**config.mk**
```make
export PLATFORM = sky130hd
export DESIGN_NAME = id_stage
export DESIGN_NICKNAME = d
export VERILOG_FILES = /design/src/id_pkg.sv /design/src/decoder_2ri12.sv /design/src/decoder_2ri14.sv /design/src/decoder_3r.sv /design/src/id_stage.sv
export VERILOG_INCLUDE_DIRS = /design/src
export SDC_FILE = /design/constraint.sdc
export NUM_CORES = 1
export LEC_CHECK = 0
export BUFFER_PORTS_ARGS = -buffer_cell sky130_fd_sc_hd__buf_4
export CORE_MARGIN = 2
export CORE_UTILIZATION = 48
export CTS_CLUSTER_DIAMETER = 120
export DETAILED_ROUTE_END_ITERATION = 7
export PLACE_DENSITY = 0.79
export SYNTH_ARGS = -nofsm -noshare
export SYNTH_HDL_FRONTEND = slang
export SYNTH_SLANG_ARGS = --single-unit
```
**constraint.sdc**
```tcl
create_clock -name clk -period 0.9 [get_ports clk]
set_input_delay 0.135 -clock clk [delete_from_list [all_inputs] [get_ports clk]]
set_output_delay 0.135 -clock clk [all_outputs]
set_load 0.02 [all_outputs]
```
**src/id_cfg.svh**
```systemverilog
`ifndef ID_CFG_SVH
`define ID_CFG_SVH

// 2RI14 format, opcode in inst[31:24]
`define LLW_OPCODE          8'h20
`define SCW_OPCODE          8'h21
`define CSR_OPCODE          8'h04

// csr sub-opcode sits in the rj field
`define CSRRD_OPCODE        5'd0
`define CSRWR_OPCODE        5'd1

// 2RI12 format, opcode in inst[31:22]
`define ADDIW_OPCODE        10'h00A
`define LDW_OPCODE          10'h0A2
`define STW_OPCODE          10'h0A6

// 3R format, opcode in inst[31:15]
`define ADDW_OPCODE         17'h00020
`define SUBW_OPCODE         17'h00022
`define AND_OPCODE          17'h00029
`define OR_OPCODE           17'h0002A

// alu operation codes
`define ALU_NOP             8'h00
`define ALU_ADDW            8'h01
`define ALU_SUBW            8'h02
`define ALU_AND             8'h03
`define ALU_OR              8'h04
`define ALU_LDW             8'h10
`define ALU_STW             8'h11
`define ALU_LLW             8'h12
`define ALU_SCW             8'h13
`define ALU_CSRRD           8'h20
`define ALU_CSRWR           8'h21
`define ALU_CSRXCHG         8'h22

// result class seen by execute
`define ALU_SEL_NOP         3'b000
`define ALU_SEL_ARITH       3'b001
`define ALU_SEL_LOGIC       3'b010
`define ALU_SEL_LOAD_STORE  3'b011
`define ALU_SEL_CSR         3'b100

`define CSR_LLBCTL          14'h060
`define EXCEPTION_INE       6'h0D

`endif

```
**src/id_pkg.sv**
```systemverilog
package id_pkg;

    typedef logic [31:0] bus32_t;     // pc, instruction, immediate
    typedef logic [4:0]  reg_addr_t;  // general register index
    typedef logic [13:0] csr_addr_t;
    typedef logic [7:0]  aluop_t;
    typedef logic [2:0]  alusel_t;

    // one decoded instruction as handed to execute
    typedef struct packed {
        bus32_t          pc;
        bus32_t          inst;

        logic            inst_valid;       // some decoder owns this encoding
        logic            is_privilege;

        logic            is_exception;
        logic [5:0]      exception_cause;

        aluop_t          aluop;
        alusel_t         alusel;

        // entry 0 is the first source, entry 1 the second
        logic [1:0]      reg_read_en;
        reg_addr_t [1:0] reg_read_addr;

        logic            reg_write_en;
        reg_addr_t       reg_write_addr;

        logic            csr_read_en;
        logic            csr_write_en;
        csr_addr_t       csr_addr;

        bus32_t          imm;
    } id_dispatch_t;

endpackage

```
**src/decoder_2ri12.sv**
```systemverilog
`include "id_cfg.svh"

module decoder_2ri12 (
    input  id_pkg::bus32_t       pc_i,
    input  id_pkg::bus32_t       inst_i,

    output id_pkg::id_dispatch_t id_o
);

    import id_pkg::*;

    logic [9:0]  opcode;
    reg_addr_t   rj;
    reg_addr_t   rd;
    logic [11:0] si12;
    bus32_t      imm_sext;

    assign opcode   = inst_i[31:22];
    assign rj       = inst_i[9:5];
    assign rd       = inst_i[4:0];
    assign si12     = inst_i[21:10];
    assign imm_sext = {{20{si12[11]}}, si12};

    always_comb begin
        id_o        = '0;
        id_o.pc     = pc_i;
        id_o.inst   = inst_i;
        id_o.aluop  = `ALU_NOP;
        id_o.alusel = `ALU_SEL_NOP;

        case (opcode)
            `ADDIW_OPCODE: begin
                id_o.inst_valid       = 1'b1;
                id_o.aluop            = `ALU_ADDW;
                id_o.alusel           = `ALU_SEL_ARITH;
                id_o.reg_read_en[0]   = 1'b1;
                id_o.reg_read_addr[0] = rj;
                id_o.reg_write_en     = 1'b1;
                id_o.reg_write_addr   = rd;
                id_o.imm              = imm_sext;
            end
            `LDW_OPCODE: begin
                id_o.inst_valid       = 1'b1;
                id_o.aluop            = `ALU_LDW;
                id_o.alusel           = `ALU_SEL_LOAD_STORE;
                id_o.reg_read_en[0]   = 1'b1;
                id_o.reg_read_addr[0] = rj;       // base address
                id_o.reg_write_en     = 1'b1;
                id_o.reg_write_addr   = rd;
                id_o.imm              = imm_sext;
            end
            `STW_OPCODE: begin
                id_o.inst_valid       = 1'b1;
                id_o.aluop            = `ALU_STW;
                id_o.alusel           = `ALU_SEL_LOAD_STORE;
                id_o.reg_read_en      = 2'b11;
                id_o.reg_read_addr[0] = rj;
                id_o.reg_read_addr[1] = rd;       // store data, nothing written back
                id_o.imm              = imm_sext;
            end
            default: begin
                id_o.inst_valid = 1'b0;
            end
        endcase
    end

endmodule

```
**src/decoder_2ri14.sv**
```systemverilog
`include "id_cfg.svh"

module decoder_2ri14 (
    input  id_pkg::bus32_t       pc_i,
    input  id_pkg::bus32_t       inst_i,

    output id_pkg::id_dispatch_t id_o
);

    import id_pkg::*;

    logic [7:0]  opcode;
    reg_addr_t   rj;
    reg_addr_t   rd;
    logic [13:0] si14;   // offset for ll/sc, csr number for csr ops

    assign opcode = inst_i[31:24];
    assign rj     = inst_i[9:5];
    assign rd     = inst_i[4:0];
    assign si14   = inst_i[23:10];

    always_comb begin
        id_o        = '0;
        id_o.pc     = pc_i;
        id_o.inst   = inst_i;
        id_o.aluop  = `ALU_NOP;
        id_o.alusel = `ALU_SEL_NOP;

        case (opcode)
            `LLW_OPCODE: begin
                id_o.inst_valid       = 1'b1;
                id_o.aluop            = `ALU_LLW;
                id_o.alusel           = `ALU_SEL_LOAD_STORE;
                id_o.reg_read_en[0]   = 1'b1;
                id_o.reg_read_addr[0] = rj;       // base address
                id_o.reg_write_en     = 1'b1;
                id_o.reg_write_addr   = rd;
                id_o.csr_read_en      = 1'b1;     // llbit lives in llbctl
                id_o.csr_addr         = `CSR_LLBCTL;
                id_o.imm              = {{16{si14[13]}}, si14, 2'b00};
            end
            `SCW_OPCODE: begin
                id_o.inst_valid       = 1'b1;
                id_o.aluop            = `ALU_SCW;
                id_o.alusel           = `ALU_SEL_LOAD_STORE;
                id_o.reg_read_en      = 2'b11;
                id_o.reg_read_addr[0] = rj;
                id_o.reg_read_addr[1] = rd;       // store data
                id_o.reg_write_en     = 1'b1;     // success flag back to rd
                id_o.reg_write_addr   = rd;
                id_o.csr_read_en      = 1'b1;
                id_o.csr_addr         = `CSR_LLBCTL;
            end
            `CSR_OPCODE: begin
                id_o.inst_valid     = 1'b1;
                id_o.is_privilege   = 1'b1;
                id_o.alusel         = `ALU_SEL_CSR;
                id_o.reg_write_en   = 1'b1;       // old csr value goes to rd
                id_o.reg_write_addr = rd;
                id_o.csr_read_en    = 1'b1;
                id_o.csr_addr       = si14;

                case (rj)
                    `CSRRD_OPCODE: begin
                        id_o.aluop = `ALU_CSRRD;
                    end
                    `CSRWR_OPCODE: begin
                        id_o.aluop            = `ALU_CSRWR;
                        id_o.reg_read_en[0]   = 1'b1;
                        id_o.reg_read_addr[0] = rd;
                        id_o.csr_write_en     = 1'b1;
                    end
                    default: begin
                        // csrxchg, rj holds the write mask
                        id_o.aluop            = `ALU_CSRXCHG;
                        id_o.reg_read_en      = 2'b11;
                        id_o.reg_read_addr[0] = rd;
                        id_o.reg_read_addr[1] = rj;
                        id_o.csr_write_en     = 1'b1;
                    end
                endcase
            end
            default: begin
                id_o.inst_valid = 1'b0;   // not a 2RI14 encoding
            end
        endcase
    end

endmodule

```
**src/decoder_3r.sv**
```systemverilog
`include "id_cfg.svh"

module decoder_3r (
    input  id_pkg::bus32_t       pc_i,
    input  id_pkg::bus32_t       inst_i,

    output id_pkg::id_dispatch_t id_o
);

    import id_pkg::*;

    logic [16:0] opcode;
    reg_addr_t   rk;
    reg_addr_t   rj;
    reg_addr_t   rd;

    assign opcode = inst_i[31:15];
    assign rk     = inst_i[14:10];
    assign rj     = inst_i[9:5];
    assign rd     = inst_i[4:0];

    always_comb begin
        id_o        = '0;
        id_o.pc     = pc_i;
        id_o.inst   = inst_i;
        id_o.aluop  = `ALU_NOP;
        id_o.alusel = `ALU_SEL_NOP;

        case (opcode)
            `ADDW_OPCODE: begin
                id_o.inst_valid = 1'b1;
                id_o.aluop      = `ALU_ADDW;
                id_o.alusel     = `ALU_SEL_ARITH;
            end
            `SUBW_OPCODE: begin
                id_o.inst_valid = 1'b1;
                id_o.aluop      = `ALU_SUBW;
                id_o.alusel     = `ALU_SEL_ARITH;
            end
            `AND_OPCODE: begin
                id_o.inst_valid = 1'b1;
                id_o.aluop      = `ALU_AND;
                id_o.alusel     = `ALU_SEL_LOGIC;
            end
            `OR_OPCODE: begin
                id_o.inst_valid = 1'b1;
                id_o.aluop      = `ALU_OR;
                id_o.alusel     = `ALU_SEL_LOGIC;
            end
            default: begin
                id_o.inst_valid = 1'b0;
            end
        endcase

        // every 3R op has the same operand shape, imm stays zero
        if (id_o.inst_valid) begin
            id_o.reg_read_en      = 2'b11;
            id_o.reg_read_addr[0] = rj;
            id_o.reg_read_addr[1] = rk;
            id_o.reg_write_en     = 1'b1;
            id_o.reg_write_addr   = rd;
        end
    end

endmodule

```
**src/id_stage.sv**
```systemverilog
`include "id_cfg.svh"

module id_stage (
    input  logic                 clk,
    input  logic                 arst_n_i,

    input  logic                 valid_i,
    input  id_pkg::bus32_t       pc_i,
    input  id_pkg::bus32_t       inst_i,
    input  logic                 stall_i,
    input  logic                 flush_i,

    output logic                 valid_o,
    output id_pkg::id_dispatch_t id_o
);

    import id_pkg::*;

    id_dispatch_t rec_2ri14;
    id_dispatch_t rec_2ri12;
    id_dispatch_t rec_3r;
    id_dispatch_t merged;

    decoder_2ri14 u_dec_2ri14 (
        .pc_i   (pc_i),
        .inst_i (inst_i),
        .id_o   (rec_2ri14)
    );

    decoder_2ri12 u_dec_2ri12 (
        .pc_i   (pc_i),
        .inst_i (inst_i),
        .id_o   (rec_2ri12)
    );

    decoder_3r u_dec_3r (
        .pc_i   (pc_i),
        .inst_i (inst_i),
        .id_o   (rec_3r)
    );

    // formats do not overlap, so at most one record is valid
    always_comb begin
        if (rec_2ri14.inst_valid) begin
            merged = rec_2ri14;
        end else if (rec_2ri12.inst_valid) begin
            merged = rec_2ri12;
        end else if (rec_3r.inst_valid) begin
            merged = rec_3r;
        end else begin
            // nobody claimed it, pass it on as INE with all enables low
            merged                 = rec_2ri14;
            merged.is_exception    = 1'b1;
            merged.exception_cause = `EXCEPTION_INE;
        end
    end

    always_ff @(posedge clk or negedge arst_n_i) begin
        if (!arst_n_i) begin
            valid_o <= 1'b0;
            id_o    <= '0;
        end else if (!stall_i) begin     // stall holds record and valid
            if (flush_i) begin
                valid_o <= 1'b0;
            end else begin
                valid_o <= valid_i;
                id_o    <= merged;
            end
        end
    end

endmodule

```
==> results of run 1 <==
==> power by group through the flow <==
stage / logic, W / clock network, W / registers (W)
2_1_floorplan: 0.00112 / 0 / 0.00717
3_3_place_gp: 0.00334 / 0 / 0.00655
3_5_place_dp: 0.00342 / 0 / 0.00658
4_1_cts: 0.00424 / 0.00693 / 0.00656
5_1_grt: 0.00511 / 0.00739 / 0.00668
6_report: 0.00495 / 0.00722 / 0.00666
==> critical path, stage by stage <==
cell,delay (ns)
buf_8,0.11
buf_6,0.11
nor4_4,0.40
and4_4,0.34
buf_8,0.16
buf_6,0.13
a32oi_1,0.12
a21oi_1,0.20
==> sequential cells by signal (all words and copies together), names as in the netlist <==
name / count
id_o: 124
valid_o: 1
==> layer usage <==
| layer | GRT usage (%) | part of all wire [%] | vias up |
|---|---|---|---|
| li1 | - | - | 2710 |
| met1 | 41.7 | 32 | 3349 |
| met2 | 64.3 | 47 | 760 |
| met3 | 8.80 | 11 | 265 |
| met4 | 22.8 | 10 | 0 |
| met5 | 0 | 0 | - |
==> layout make-up <==
cell class	count	area (sq um)
multi-input cells	410	2490
flip-flops and latches	125	3130
inverters	5	18.8
clock inverters	12	145
fillers	407	941
well taps	143	179
repair buffers	412	3910
clock buffers	19	453
==> logic make-up after synthesis <==
| kind of cell | count (synthesis) | share of synthesized area [%] |
|---|---|---|
| buf+inv | 67 | 6.73 |
| xor+xnor | 3 | 0.479 |
| compound gates | 100 | 12.7 |
| flops | 125 | 57.0 |
| other cells | 1 | 0.0684 |
| simple gates | 301 | 23.0 |
==> Yosys cell counts (all sizes together), types with 2 or more instances <==
| master | number |
|---|---|
| a22o | 3 |
| o32ai | 4 |
| buf | 37 |
| a22oi | 4 |
| nor2 | 41 |
| o21ai | 26 |
| dfrtp | 125 |
| nand3 | 6 |
| a211oi | 7 |
| a2111oi | 2 |
| clkbuf | 25 |
| inv | 5 |
| nor3 | 3 |
| nand2 | 228 |
| a21oi | 21 |
| a21boi | 4 |
| nand2b | 3 |
| xor2 | 2 |
| a31oi | 4 |
| a221oi | 11 |
| a32oi | 4 |
| o221ai | 3 |
| or4 | 3 |
| or3b | 2 |
| o211ai | 6 |
| nor4 | 4 |
==> timing repair <==
action	4_1_cts	5_1_grt
pin swaps	41	31
hold endpoints to repair	161	0
resized for setup	196	53
setup endpoints to repair	194	206
cloned	1	1
setup buffers	41	44
hold buffers	37	0
==> stage by stage <==
stage / instances / worst slack [ns]
after floorplan: 602 / -0.613
after global placement: 973 / -0.795
after detailed placement: 973 / -0.822
after CTS: 1083 / -0.348
after global routing: 1126 / -0.514
final: 1126 / -0.466
==> worst paths after layout <==
path | startpoint | end | cells after the start
worst min-delay path | inst_i[0] | id_o[48] | 3
min in group asynchronous | arst_n_i | id_o[144] | 3
max in group asynchronous | arst_n_i | id_o[113] | 3
worst max-delay path | inst_i[28] | id_o[61] | 8
worst max register to register | id_o[117] | id_o[117] | 3
worst min register to register | id_o[141] | id_o[141] | 2
==> run metrics, run 1 <==
run status finished with violations; violations in the final reports negative setup slack; Power Density 1820 mW/mm^2; final clock skew 0 ns; WP data arrival 1.71 ns; netlist area before placement 0.00549 sq mm; Tightest Pin Transition 0.661 ns; CTS sink cnt 125; placed wire-length estimate 12,600 um; area growth from synthesis to layout 88.3%; global-route wire length before repair 35,500 um; fraction of power consumed by sequential logic 35.4%; Routed WL 29,100 um; average size of a mapped cell 9.19 sq um; effective utilization at floorplan 48.7%; number of enable-type register cells in the synthesized netlist 0; cell leakage power 5.21 nW; number of register bits inferred by synthesis 125; post-layout min period 1.37 ns; worst relative slew slack 55.7%; floorplan core area 0.0113 sq mm; sequential-to-total area share from yosys stat 57.0%; Comb pwr share 26.3%; Clock Root Buffer clkbuf_16; count of nets left with antenna violations after detail routing 0; initial antenna violation count 0; CTS clk-pin slew, worst paths 0.06 ns; standard-cell rows 39; maximum clock rate 0.732 GHz; clock group share of total power 38.4%; Post-route DRC 0; largest net degree at the start of global routing 52; routed vias 7,084; critical path data required time 1.24 ns; Hold WC Path Type in -> reg; cells after synthesis 597; minimum hold slack 0.0120 ns; total grt overflow 0; quantity of I/O buffers inserted on ports 213; final count of pins violating max slew 0; die outline width 111 um; Setup Total Neg Slack -50.59 ns; vias per cell 6.29; most frequent cells in the layout nand2_1 (222), buf_4 (208), buf_6 (153); insertion delay of the later-clocked pin in the worst-skew pair 0.42 ns; routability congestion estimate 0.805; num ports 220; global router's overall resource usage 37.2%; Num CTS Buffers 17; TritonCTS clock tree done; async set or reset register ratio after synthesis 100%; setup slack of the worst register-to-register path -0.09 ns; final hold violations 0; cell accounting for the most synthesized area dfrtp_1; Die Span Y 111 um; RSZ-0062 raised after global routing true; mean routed wirelength per cell 25.8 um; final standard cell utilization of the core 91.7%; number of violations of the max-capacitance limit 0; post-route cell area 0.0103 sq mm; worst setup path category in -> reg; critical path peak fanout 7; post-layout net count 1,040; placement-stage cell area 0.00773 sq mm; final worst-path setup slack -0.466 ns; count of final setup violators 212; leading cell types by total area after synthesis dfrtp_1 (57%), nand2_1 (16%), buf_4 (3.7%), nor2_1 (2.8%), o21ai_0 (2.4%); most common library cell in the layout ignoring fill and taps nand2_1; post-synth cell types 50; Critical Path Start Type input port; die footprint 0.0123 sq mm; ratio of cells with drive above 1 in the final layout 50.6%; Worst VDD drop 1560 uV; capturing element type of the critical path register; top flip-flop cell by instance count after synthesis dfrtp_1; fin crit share 152%; total internal power 0.0129 W; switching pwr 0.00590 W; share of the synthesized area in the top cell type 57.0%; Tot Pwr 0.0188 W; H-tree depth 4; 1st-pass router iterations 6; antenna diode count 0; Bufs on Longest Clock Path 2; Sw Ratio 31.3%; total number of yosys warnings 0; number of design-rule violations left by the first detailed-router iteration 941; via count of the first global-routing pass 6,546
Power figures use the tool's default switching activity.
==> inputs of run 2 (changes only) <==
SKIP_CTS_REPAIR_TIMING = 1   (was default)
==> run 2 against run 1 <==
  * The run still ends with negative setup slack left
  * Final cell count shrank 2.0%
  * Sequential share of layout area grew 0.80 points
  * Global-route usage is 9.2 points lower
  * Highest routed layer unchanged
  * Design area down 2.6%
  * Fmax up 5.0%
  * Sequential cell count unchanged
  * Utilization down 2.4 points
  * Clock power down 2%
  * Worst setup slack better by 0.065 ns
  * Register-to-register slack about the same
  * Wire length shrank 14%
  * Hold slack worse by 0.0088 ns
==> run metrics, run 2 (same netlist as run 1, synthesis figures left out) <==
Final Instance Count excl. Fillers 1,104 (was 1,126); standard-cell rows 39 (unchanged); Sw Ratio 30.2% (was 31.3%); placed wire-length estimate 12,600 um (unchanged); total internal power 0.0128 W (was 0.0129 W); worst setup path category in -> reg (unchanged); critical path peak fanout 7 (unchanged); largest net degree at the start of global routing 52 (unchanged); Placed Instances 973 (unchanged); die outline width 111 um (unchanged); Critical Path Start Type input port (unchanged); die footprint 0.0123 sq mm (unchanged); num ports 220 (unchanged); Num CTS Buffers 17 (unchanged); Bufs on Longest Clock Path 2 (unchanged); CTS clk-pin slew, worst paths 0.06 ns (about the same); most common library cell in the layout ignoring fill and taps nand2_1 (unchanged); CTS sink cnt 125 (unchanged); vias per cell 5.81 (was 6.29); mean routed wirelength per cell 22.6 um (was 25.8 um); biggest registers after layout id_o (124), valid_o (1) (unchanged); Power Density 1820 mW/mm^2 (about the same); routability congestion estimate 0.805 (unchanged); Hold WC Path Type in -> reg (unchanged); routed vias 6,419 (was 7,084); cell leakage power 5.05 nW (was 5.21 nW); number of design-rule violations left by the first detailed-router iteration 755 (was 941); initial antenna violation count 0 (unchanged); area growth from synthesis to layout 83.5% (was 88.3%); Comb pwr share 25.4% (was 26.3%); quantity of I/O buffers inserted on ports 213 (unchanged); maximum clock rate 0.768 GHz (was 0.732 GHz); insertion delay of the later-clocked pin in the worst-skew pair 0.40 ns (was 0.42 ns); Clock Root Buffer clkbuf_16 (unchanged); effective utilization at floorplan 48.7% (unchanged); ratio of cells with drive above 1 in the final layout 47.9% (was 50.6%); final clock skew 0 ns (unchanged); number of violations of the max-capacitance limit 0 (unchanged); H-tree depth 4 (unchanged); total area of sequential cells 0.00313 sq mm (unchanged); capturing element type of the critical path register (unchanged); fin crit share 145% (was 152%); post-layout net count 1,017 (was 1,040); Tightest Pin Transition 0.558 ns (was 0.661 ns); clock group share of total power 38.5% (was 38.4%); minimum hold slack 0.00328 ns (was 0.0120 ns); 1st-pass router iterations 6 (unchanged); final worst-path setup slack -0.401 ns (was -0.466 ns); Setup Total Neg Slack -44.37 ns (was -50.59 ns); TritonCTS clock tree done (unchanged); total grt overflow 0 (unchanged); count of filler cells inserted in the layout 436 (was 407); violations in the final reports negative setup slack (unchanged); WP data arrival 1.62 ns (was 1.71 ns); worst relative slew slack 62.6% (was 55.7%); critical path data required time 1.22 ns (was 1.24 ns); placement-stage cell area 0.00773 sq mm (unchanged); global router's overall resource usage 28.0% (was 37.2%); Routed WL 24,900 um (was 29,100 um); count of final setup violators 207 (was 212); final count of pins violating max slew 0 (unchanged); final standard cell utilization of the core 89.3% (was 91.7%); Post-route DRC 0 (unchanged); Worst VDD drop 1310 uV (was 1560 uV); area of the multi-input gates 0.00242 sq mm (was 0.00249 sq mm); max reg flops 124 (unchanged); Die Span Y 111 um (unchanged); run status finished with violations (unchanged); via count of the first global-routing pass 5,327 (was 6,546); floorplan core area 0.0113 sq mm (unchanged); most frequent cells in the layout nand2_1 (223), buf_4 (194), buf_6 (143) (was nand2_1 (222), buf_4 (208), buf_6 (153)); fraction of power consumed by sequential logic 36.1% (was 35.4%); post-layout min period 1.30 ns (was 1.37 ns); RSZ-0062 raised after global routing true (unchanged); global-route wire length before repair 27,400 um (was 35,500 um); register containing the most flip-flops in the final layout id_o (unchanged); switching pwr 0.00554 W (was 0.00590 W); final hold violations 0 (unchanged); count of nets left with antenna violations after detail routing 0 (unchanged); post-route cell area 0.0101 sq mm (was 0.0103 sq mm)
==> run 2: worst max-delay path: stages <==
cell	delay (ns)
buf_8	0.10
or4_4	0.59
buf_6	0.15
a2111oi_4	0.21
buf_6	0.19
a21oi_1	0.07
a21oi_1	0.17
==> run 2: routing by layer <==
metal  track usage [%]  part of all wire (%)  up-vias
li1                  -                     -     2660
met1              35.7                    35     3117
met2              46.3                    50      499
met3              6.62                   8.6      143
met4              11.3                   7.1        0
met5                 0                     0        -
==> run 2: worst paths after layout <==
| kind | slack, ns | endpoint | startpoint | cells after the start |
|---|---|---|---|---|
| max | -0.40 | id_o[61] | inst_i[31] | 7 |
| min in group asynchronous | 0.27 | id_o[147] | arst_n_i | 3 |
| min reg2reg | 0.49 | id_o[118] | id_o[118] | 2 |
| max in group asynchronous | 0.24 | id_o[121] | arst_n_i | 3 |
| max reg2reg | -0.10 | id_o[57] | id_o[57] | 2 |
| min | 0.003 | id_o[115] | inst_i[29] | 3 |
==> run 2: final cells by class <==
cell class	count	share of cell area, %
diodes	1	0.0249
clock buffers	19	4.50
clock inverters	12	1.44
inverters	5	0.186
multi-input cells	410	24.1
flip-flops and latches	125	31.1
well taps	143	1.78
repair buffers	389	36.9
==> run 2: per-stage QoR <==
stage | total power, W | worst slack [ns]
finish | 0.0184 | -0.401
global route | 0.0188 | -0.462
CTS | 0.0169 | -0.415
detailed placement | 0.0100 | -0.822
global placement | 0.00989 | -0.795
floorplan | 0.00829 | -0.613
==> run 2: power groups by stage <==
stage	clock network [W]	logic, W	registers [W]
after global routing	0.00730	0.00487	0.00666
after global placement	0	0.00334	0.00655
after detailed placement	0	0.00342	0.00658
after CTS	0.00693	0.00345	0.00649
final	0.00707	0.00466	0.00663
after floorplan	0	0.00112	0.00717
==> inputs of run 3 (changes only) <==
CORE_UTILIZATION = 45   (was 48)
PLACE_DENSITY = 0.75   (was 0.79)
==> run 3 against run 2 <==
  * The run still ends with negative setup slack left
  * Critical path depth unchanged
  * Count of clock-buffer cells in the layout up 1
  * Hold slack better by 0.0025 ns
  * Global-route usage down 1.5 points
  * Die area up 6.4%
  * Utilization down 5.1 points
  * Critical endpoint is now id_o[52]
==> run metrics, run 3 (same netlist as run 1, synthesis figures left out) <==
final worst-path setup slack -0.435 ns (was -0.401 ns); WP data arrival 1.66 ns (was 1.62 ns); fin crit share 148% (was 145%); critical path data required time 1.22 ns (about the same); count of final setup violators 205 (was 207); Setup Total Neg Slack -45.60 ns (was -44.37 ns); maximum clock rate 0.749 GHz (was 0.768 GHz); CTS sink cnt 125 (unchanged); fraction of power consumed by sequential logic 36.4% (was 36.1%); num ports 220 (unchanged); number of violations of the max-capacitance limit 0 (unchanged); routed wl met3 1480 um (was 2140 um); routed vias 6,042 (was 6,419); path depth of the worst reg2reg path 3 (was 2); die outline width 114 um (was 111 um); final standard cell utilization of the core 84.2% (was 89.3%); antenna diode count 0 (was 1); total internal power 0.0128 W (about the same); TritonCTS clock tree done (unchanged); Num CTS Buffers 17 (unchanged); total grt overflow 0 (unchanged); Critical Path Start Type input port (unchanged); Post-Place Worst Slack -0.813 ns (was -0.822 ns); floorplan core area 0.0120 sq mm (was 0.0113 sq mm); most frequent cells in the layout nand2_1 (228), buf_4 (190), buf_6 (153) (was nand2_1 (223), buf_4 (194), buf_6 (143)); quantity of I/O buffers inserted on ports 213 (unchanged); final clock skew 0 ns (unchanged); largest net degree at the start of global routing 39 (was 52); WHS Path Cells 3 (unchanged); Reg2Reg Launch Point id_o[49] (was id_o[57]); Hold WC Path Type in -> reg (unchanged); post-layout min period 1.34 ns (was 1.30 ns); insertion delay of the later-clocked pin in the worst-skew pair 0.42 ns (was 0.40 ns); global router's overall resource usage 26.5% (was 28.0%); worst relative slew slack 57.7% (was 62.6%); Bufs on Longest Clock Path 2 (unchanged); cell leakage power 5.05 nW (about the same); final hold violations 0 (unchanged); max reg flops 124 (unchanged); post-layout net count 1,021 (was 1,017); critical path peak fanout 4 (was 7); Sw Ratio 29.1% (was 30.2%); die footprint 0.0131 sq mm (was 0.0123 sq mm); Power Density 1800 mW/mm^2 (was 1820 mW/mm^2); ratio of cells with drive above 1 in the final layout 46.8% (was 47.9%); H-tree depth 4 (unchanged); register containing the most flip-flops in the final layout id_o (unchanged); most common library cell in the layout ignoring fill and taps nand2_1 (unchanged); Post-route DRC 0 (unchanged); wire length the detailed router placed on met1 8220 um (was 8640 um); effective utilization at floorplan 45.9% (was 48.7%); met2 WL post-DR 11,300 um (was 12,400 um); placed wire-length estimate 12,500 um (was 12,600 um); worst setup path category in -> reg (unchanged); vias per cell 5.43 (was 5.81); routability congestion estimate 0.848 (was 0.805); area growth from synthesis to layout 83.7% (was 83.5%); via count of the first global-routing pass 5,131 (was 5,327); highest layer used for signal routing met4 (unchanged); initial antenna violation count 0 (unchanged); Clock Root Buffer clkbuf_16 (unchanged); number of design-rule violations left by the first detailed-router iteration 592 (was 755); count of filler cells inserted in the layout 601 (was 436); worst-case hold path end point id_o[0] (was id_o[115]); standard-cell rows 40 (was 39); Min-Delay Startpoint inst_i[10] (was inst_i[29]); switching pwr 0.00528 W (was 0.00554 W); clock group share of total power 38.6% (was 38.5%); biggest registers after layout id_o (124), valid_o (1) (unchanged); final count of pins violating max slew 0 (unchanged); terminus of the critical flop-to-flop path id_o[49] (was id_o[57]); CTS clk-pin slew, worst paths 0.05 ns (was 0.06 ns); Tightest Pin Transition 0.631 ns (was 0.558 ns); setup slack of the worst register-to-register path 0.02 ns (was -0.10 ns); RSZ-0062 raised after global routing true (unchanged); global-route wire length before repair 26,700 um (was 27,400 um); mean routed wirelength per cell 19.8 um (was 22.6 um); capturing element type of the critical path register (unchanged); Worst VDD drop 1450 uV (was 1310 uV); Comb pwr share 25.0% (was 25.4%); run status finished with violations (unchanged); Routed WL 22,000 um (was 24,900 um); count of nets left with antenna violations after detail routing 0 (unchanged); Die Span Y 114 um (was 111 um); 1st-pass router iterations 5 (was 6); violations in the final reports negative setup slack (unchanged)
-- run 3: through the flow --
step	cell area [sq um]	cells	power (W)	hold slack (ns)
floorplan	5790	602	0.00829	-0.161
global placement	7770	979	0.00993	0.0340
detailed placement	7770	979	0.0100	0.0342
CTS	8370	1011	0.0169	-0.409
global route	10100	1112	0.0187	0.00339
finish	10100	1112	0.0181	0.00573
-- run 3: cell type report --
type / instances / area [sq um] / area share [%]
Clock inverter: 12 / 144 / 1.43
Sequential cell: 125 / 3130 / 31.1
Timing Repair Buffer: 393 / 3780 / 37.6
Tap cell: 147 / 184 / 1.83
Multi-Input combinational cell: 410 / 2360 / 23.4
Inverter: 5 / 18.8 / 0.186
Clock buffer: 20 / 457 / 4.53
-- run 3: worst max-delay path, cell delays in order --
cell      delay, ns
buf_6          0.10
or4_4          0.57
buf_6          0.17
a211oi_4       0.25
buf_4          0.17
o211ai_1       0.12
o211ai_1       0.14
-- run 3: power groups by stage --
stage,registers (W),logic (W),clock network [W]
6_report,0.00659,0.00454,0.00700
4_1_cts,0.00648,0.00346,0.00699
3_5_place_dp,0.00657,0.00345,0
5_1_grt,0.00663,0.00478,0.00732
3_3_place_gp,0.00655,0.00338,0
2_1_floorplan,0.00717,0.00112,0
-- run 3: how the worst max path moves through the flow --
| stage | startpoint | end | slack [ns] | cells after the start |
|---|---|---|---|---|
| after floorplan | inst_i[29] | id_o[79] | -0.61 | 5 |
| after global placement | inst_i[25] | id_o[57] | -0.80 | 5 |
| after detailed placement | inst_i[25] | id_o[55] | -0.81 | 5 |
| after CTS | inst_i[25] | id_o[55] | -0.41 | 5 |
| after global routing | inst_i[26] | id_o[52] | -0.43 | 7 |
| final | inst_i[26] | id_o[52] | -0.44 | 7 |
-- run 3: routing by layer --
metal	up-vias	global-route usage [%]
met5	-	0
met4	0	9.02
met3	91	6.19
met2	365	44.1
met1	2916	34.0
li1	2670	-
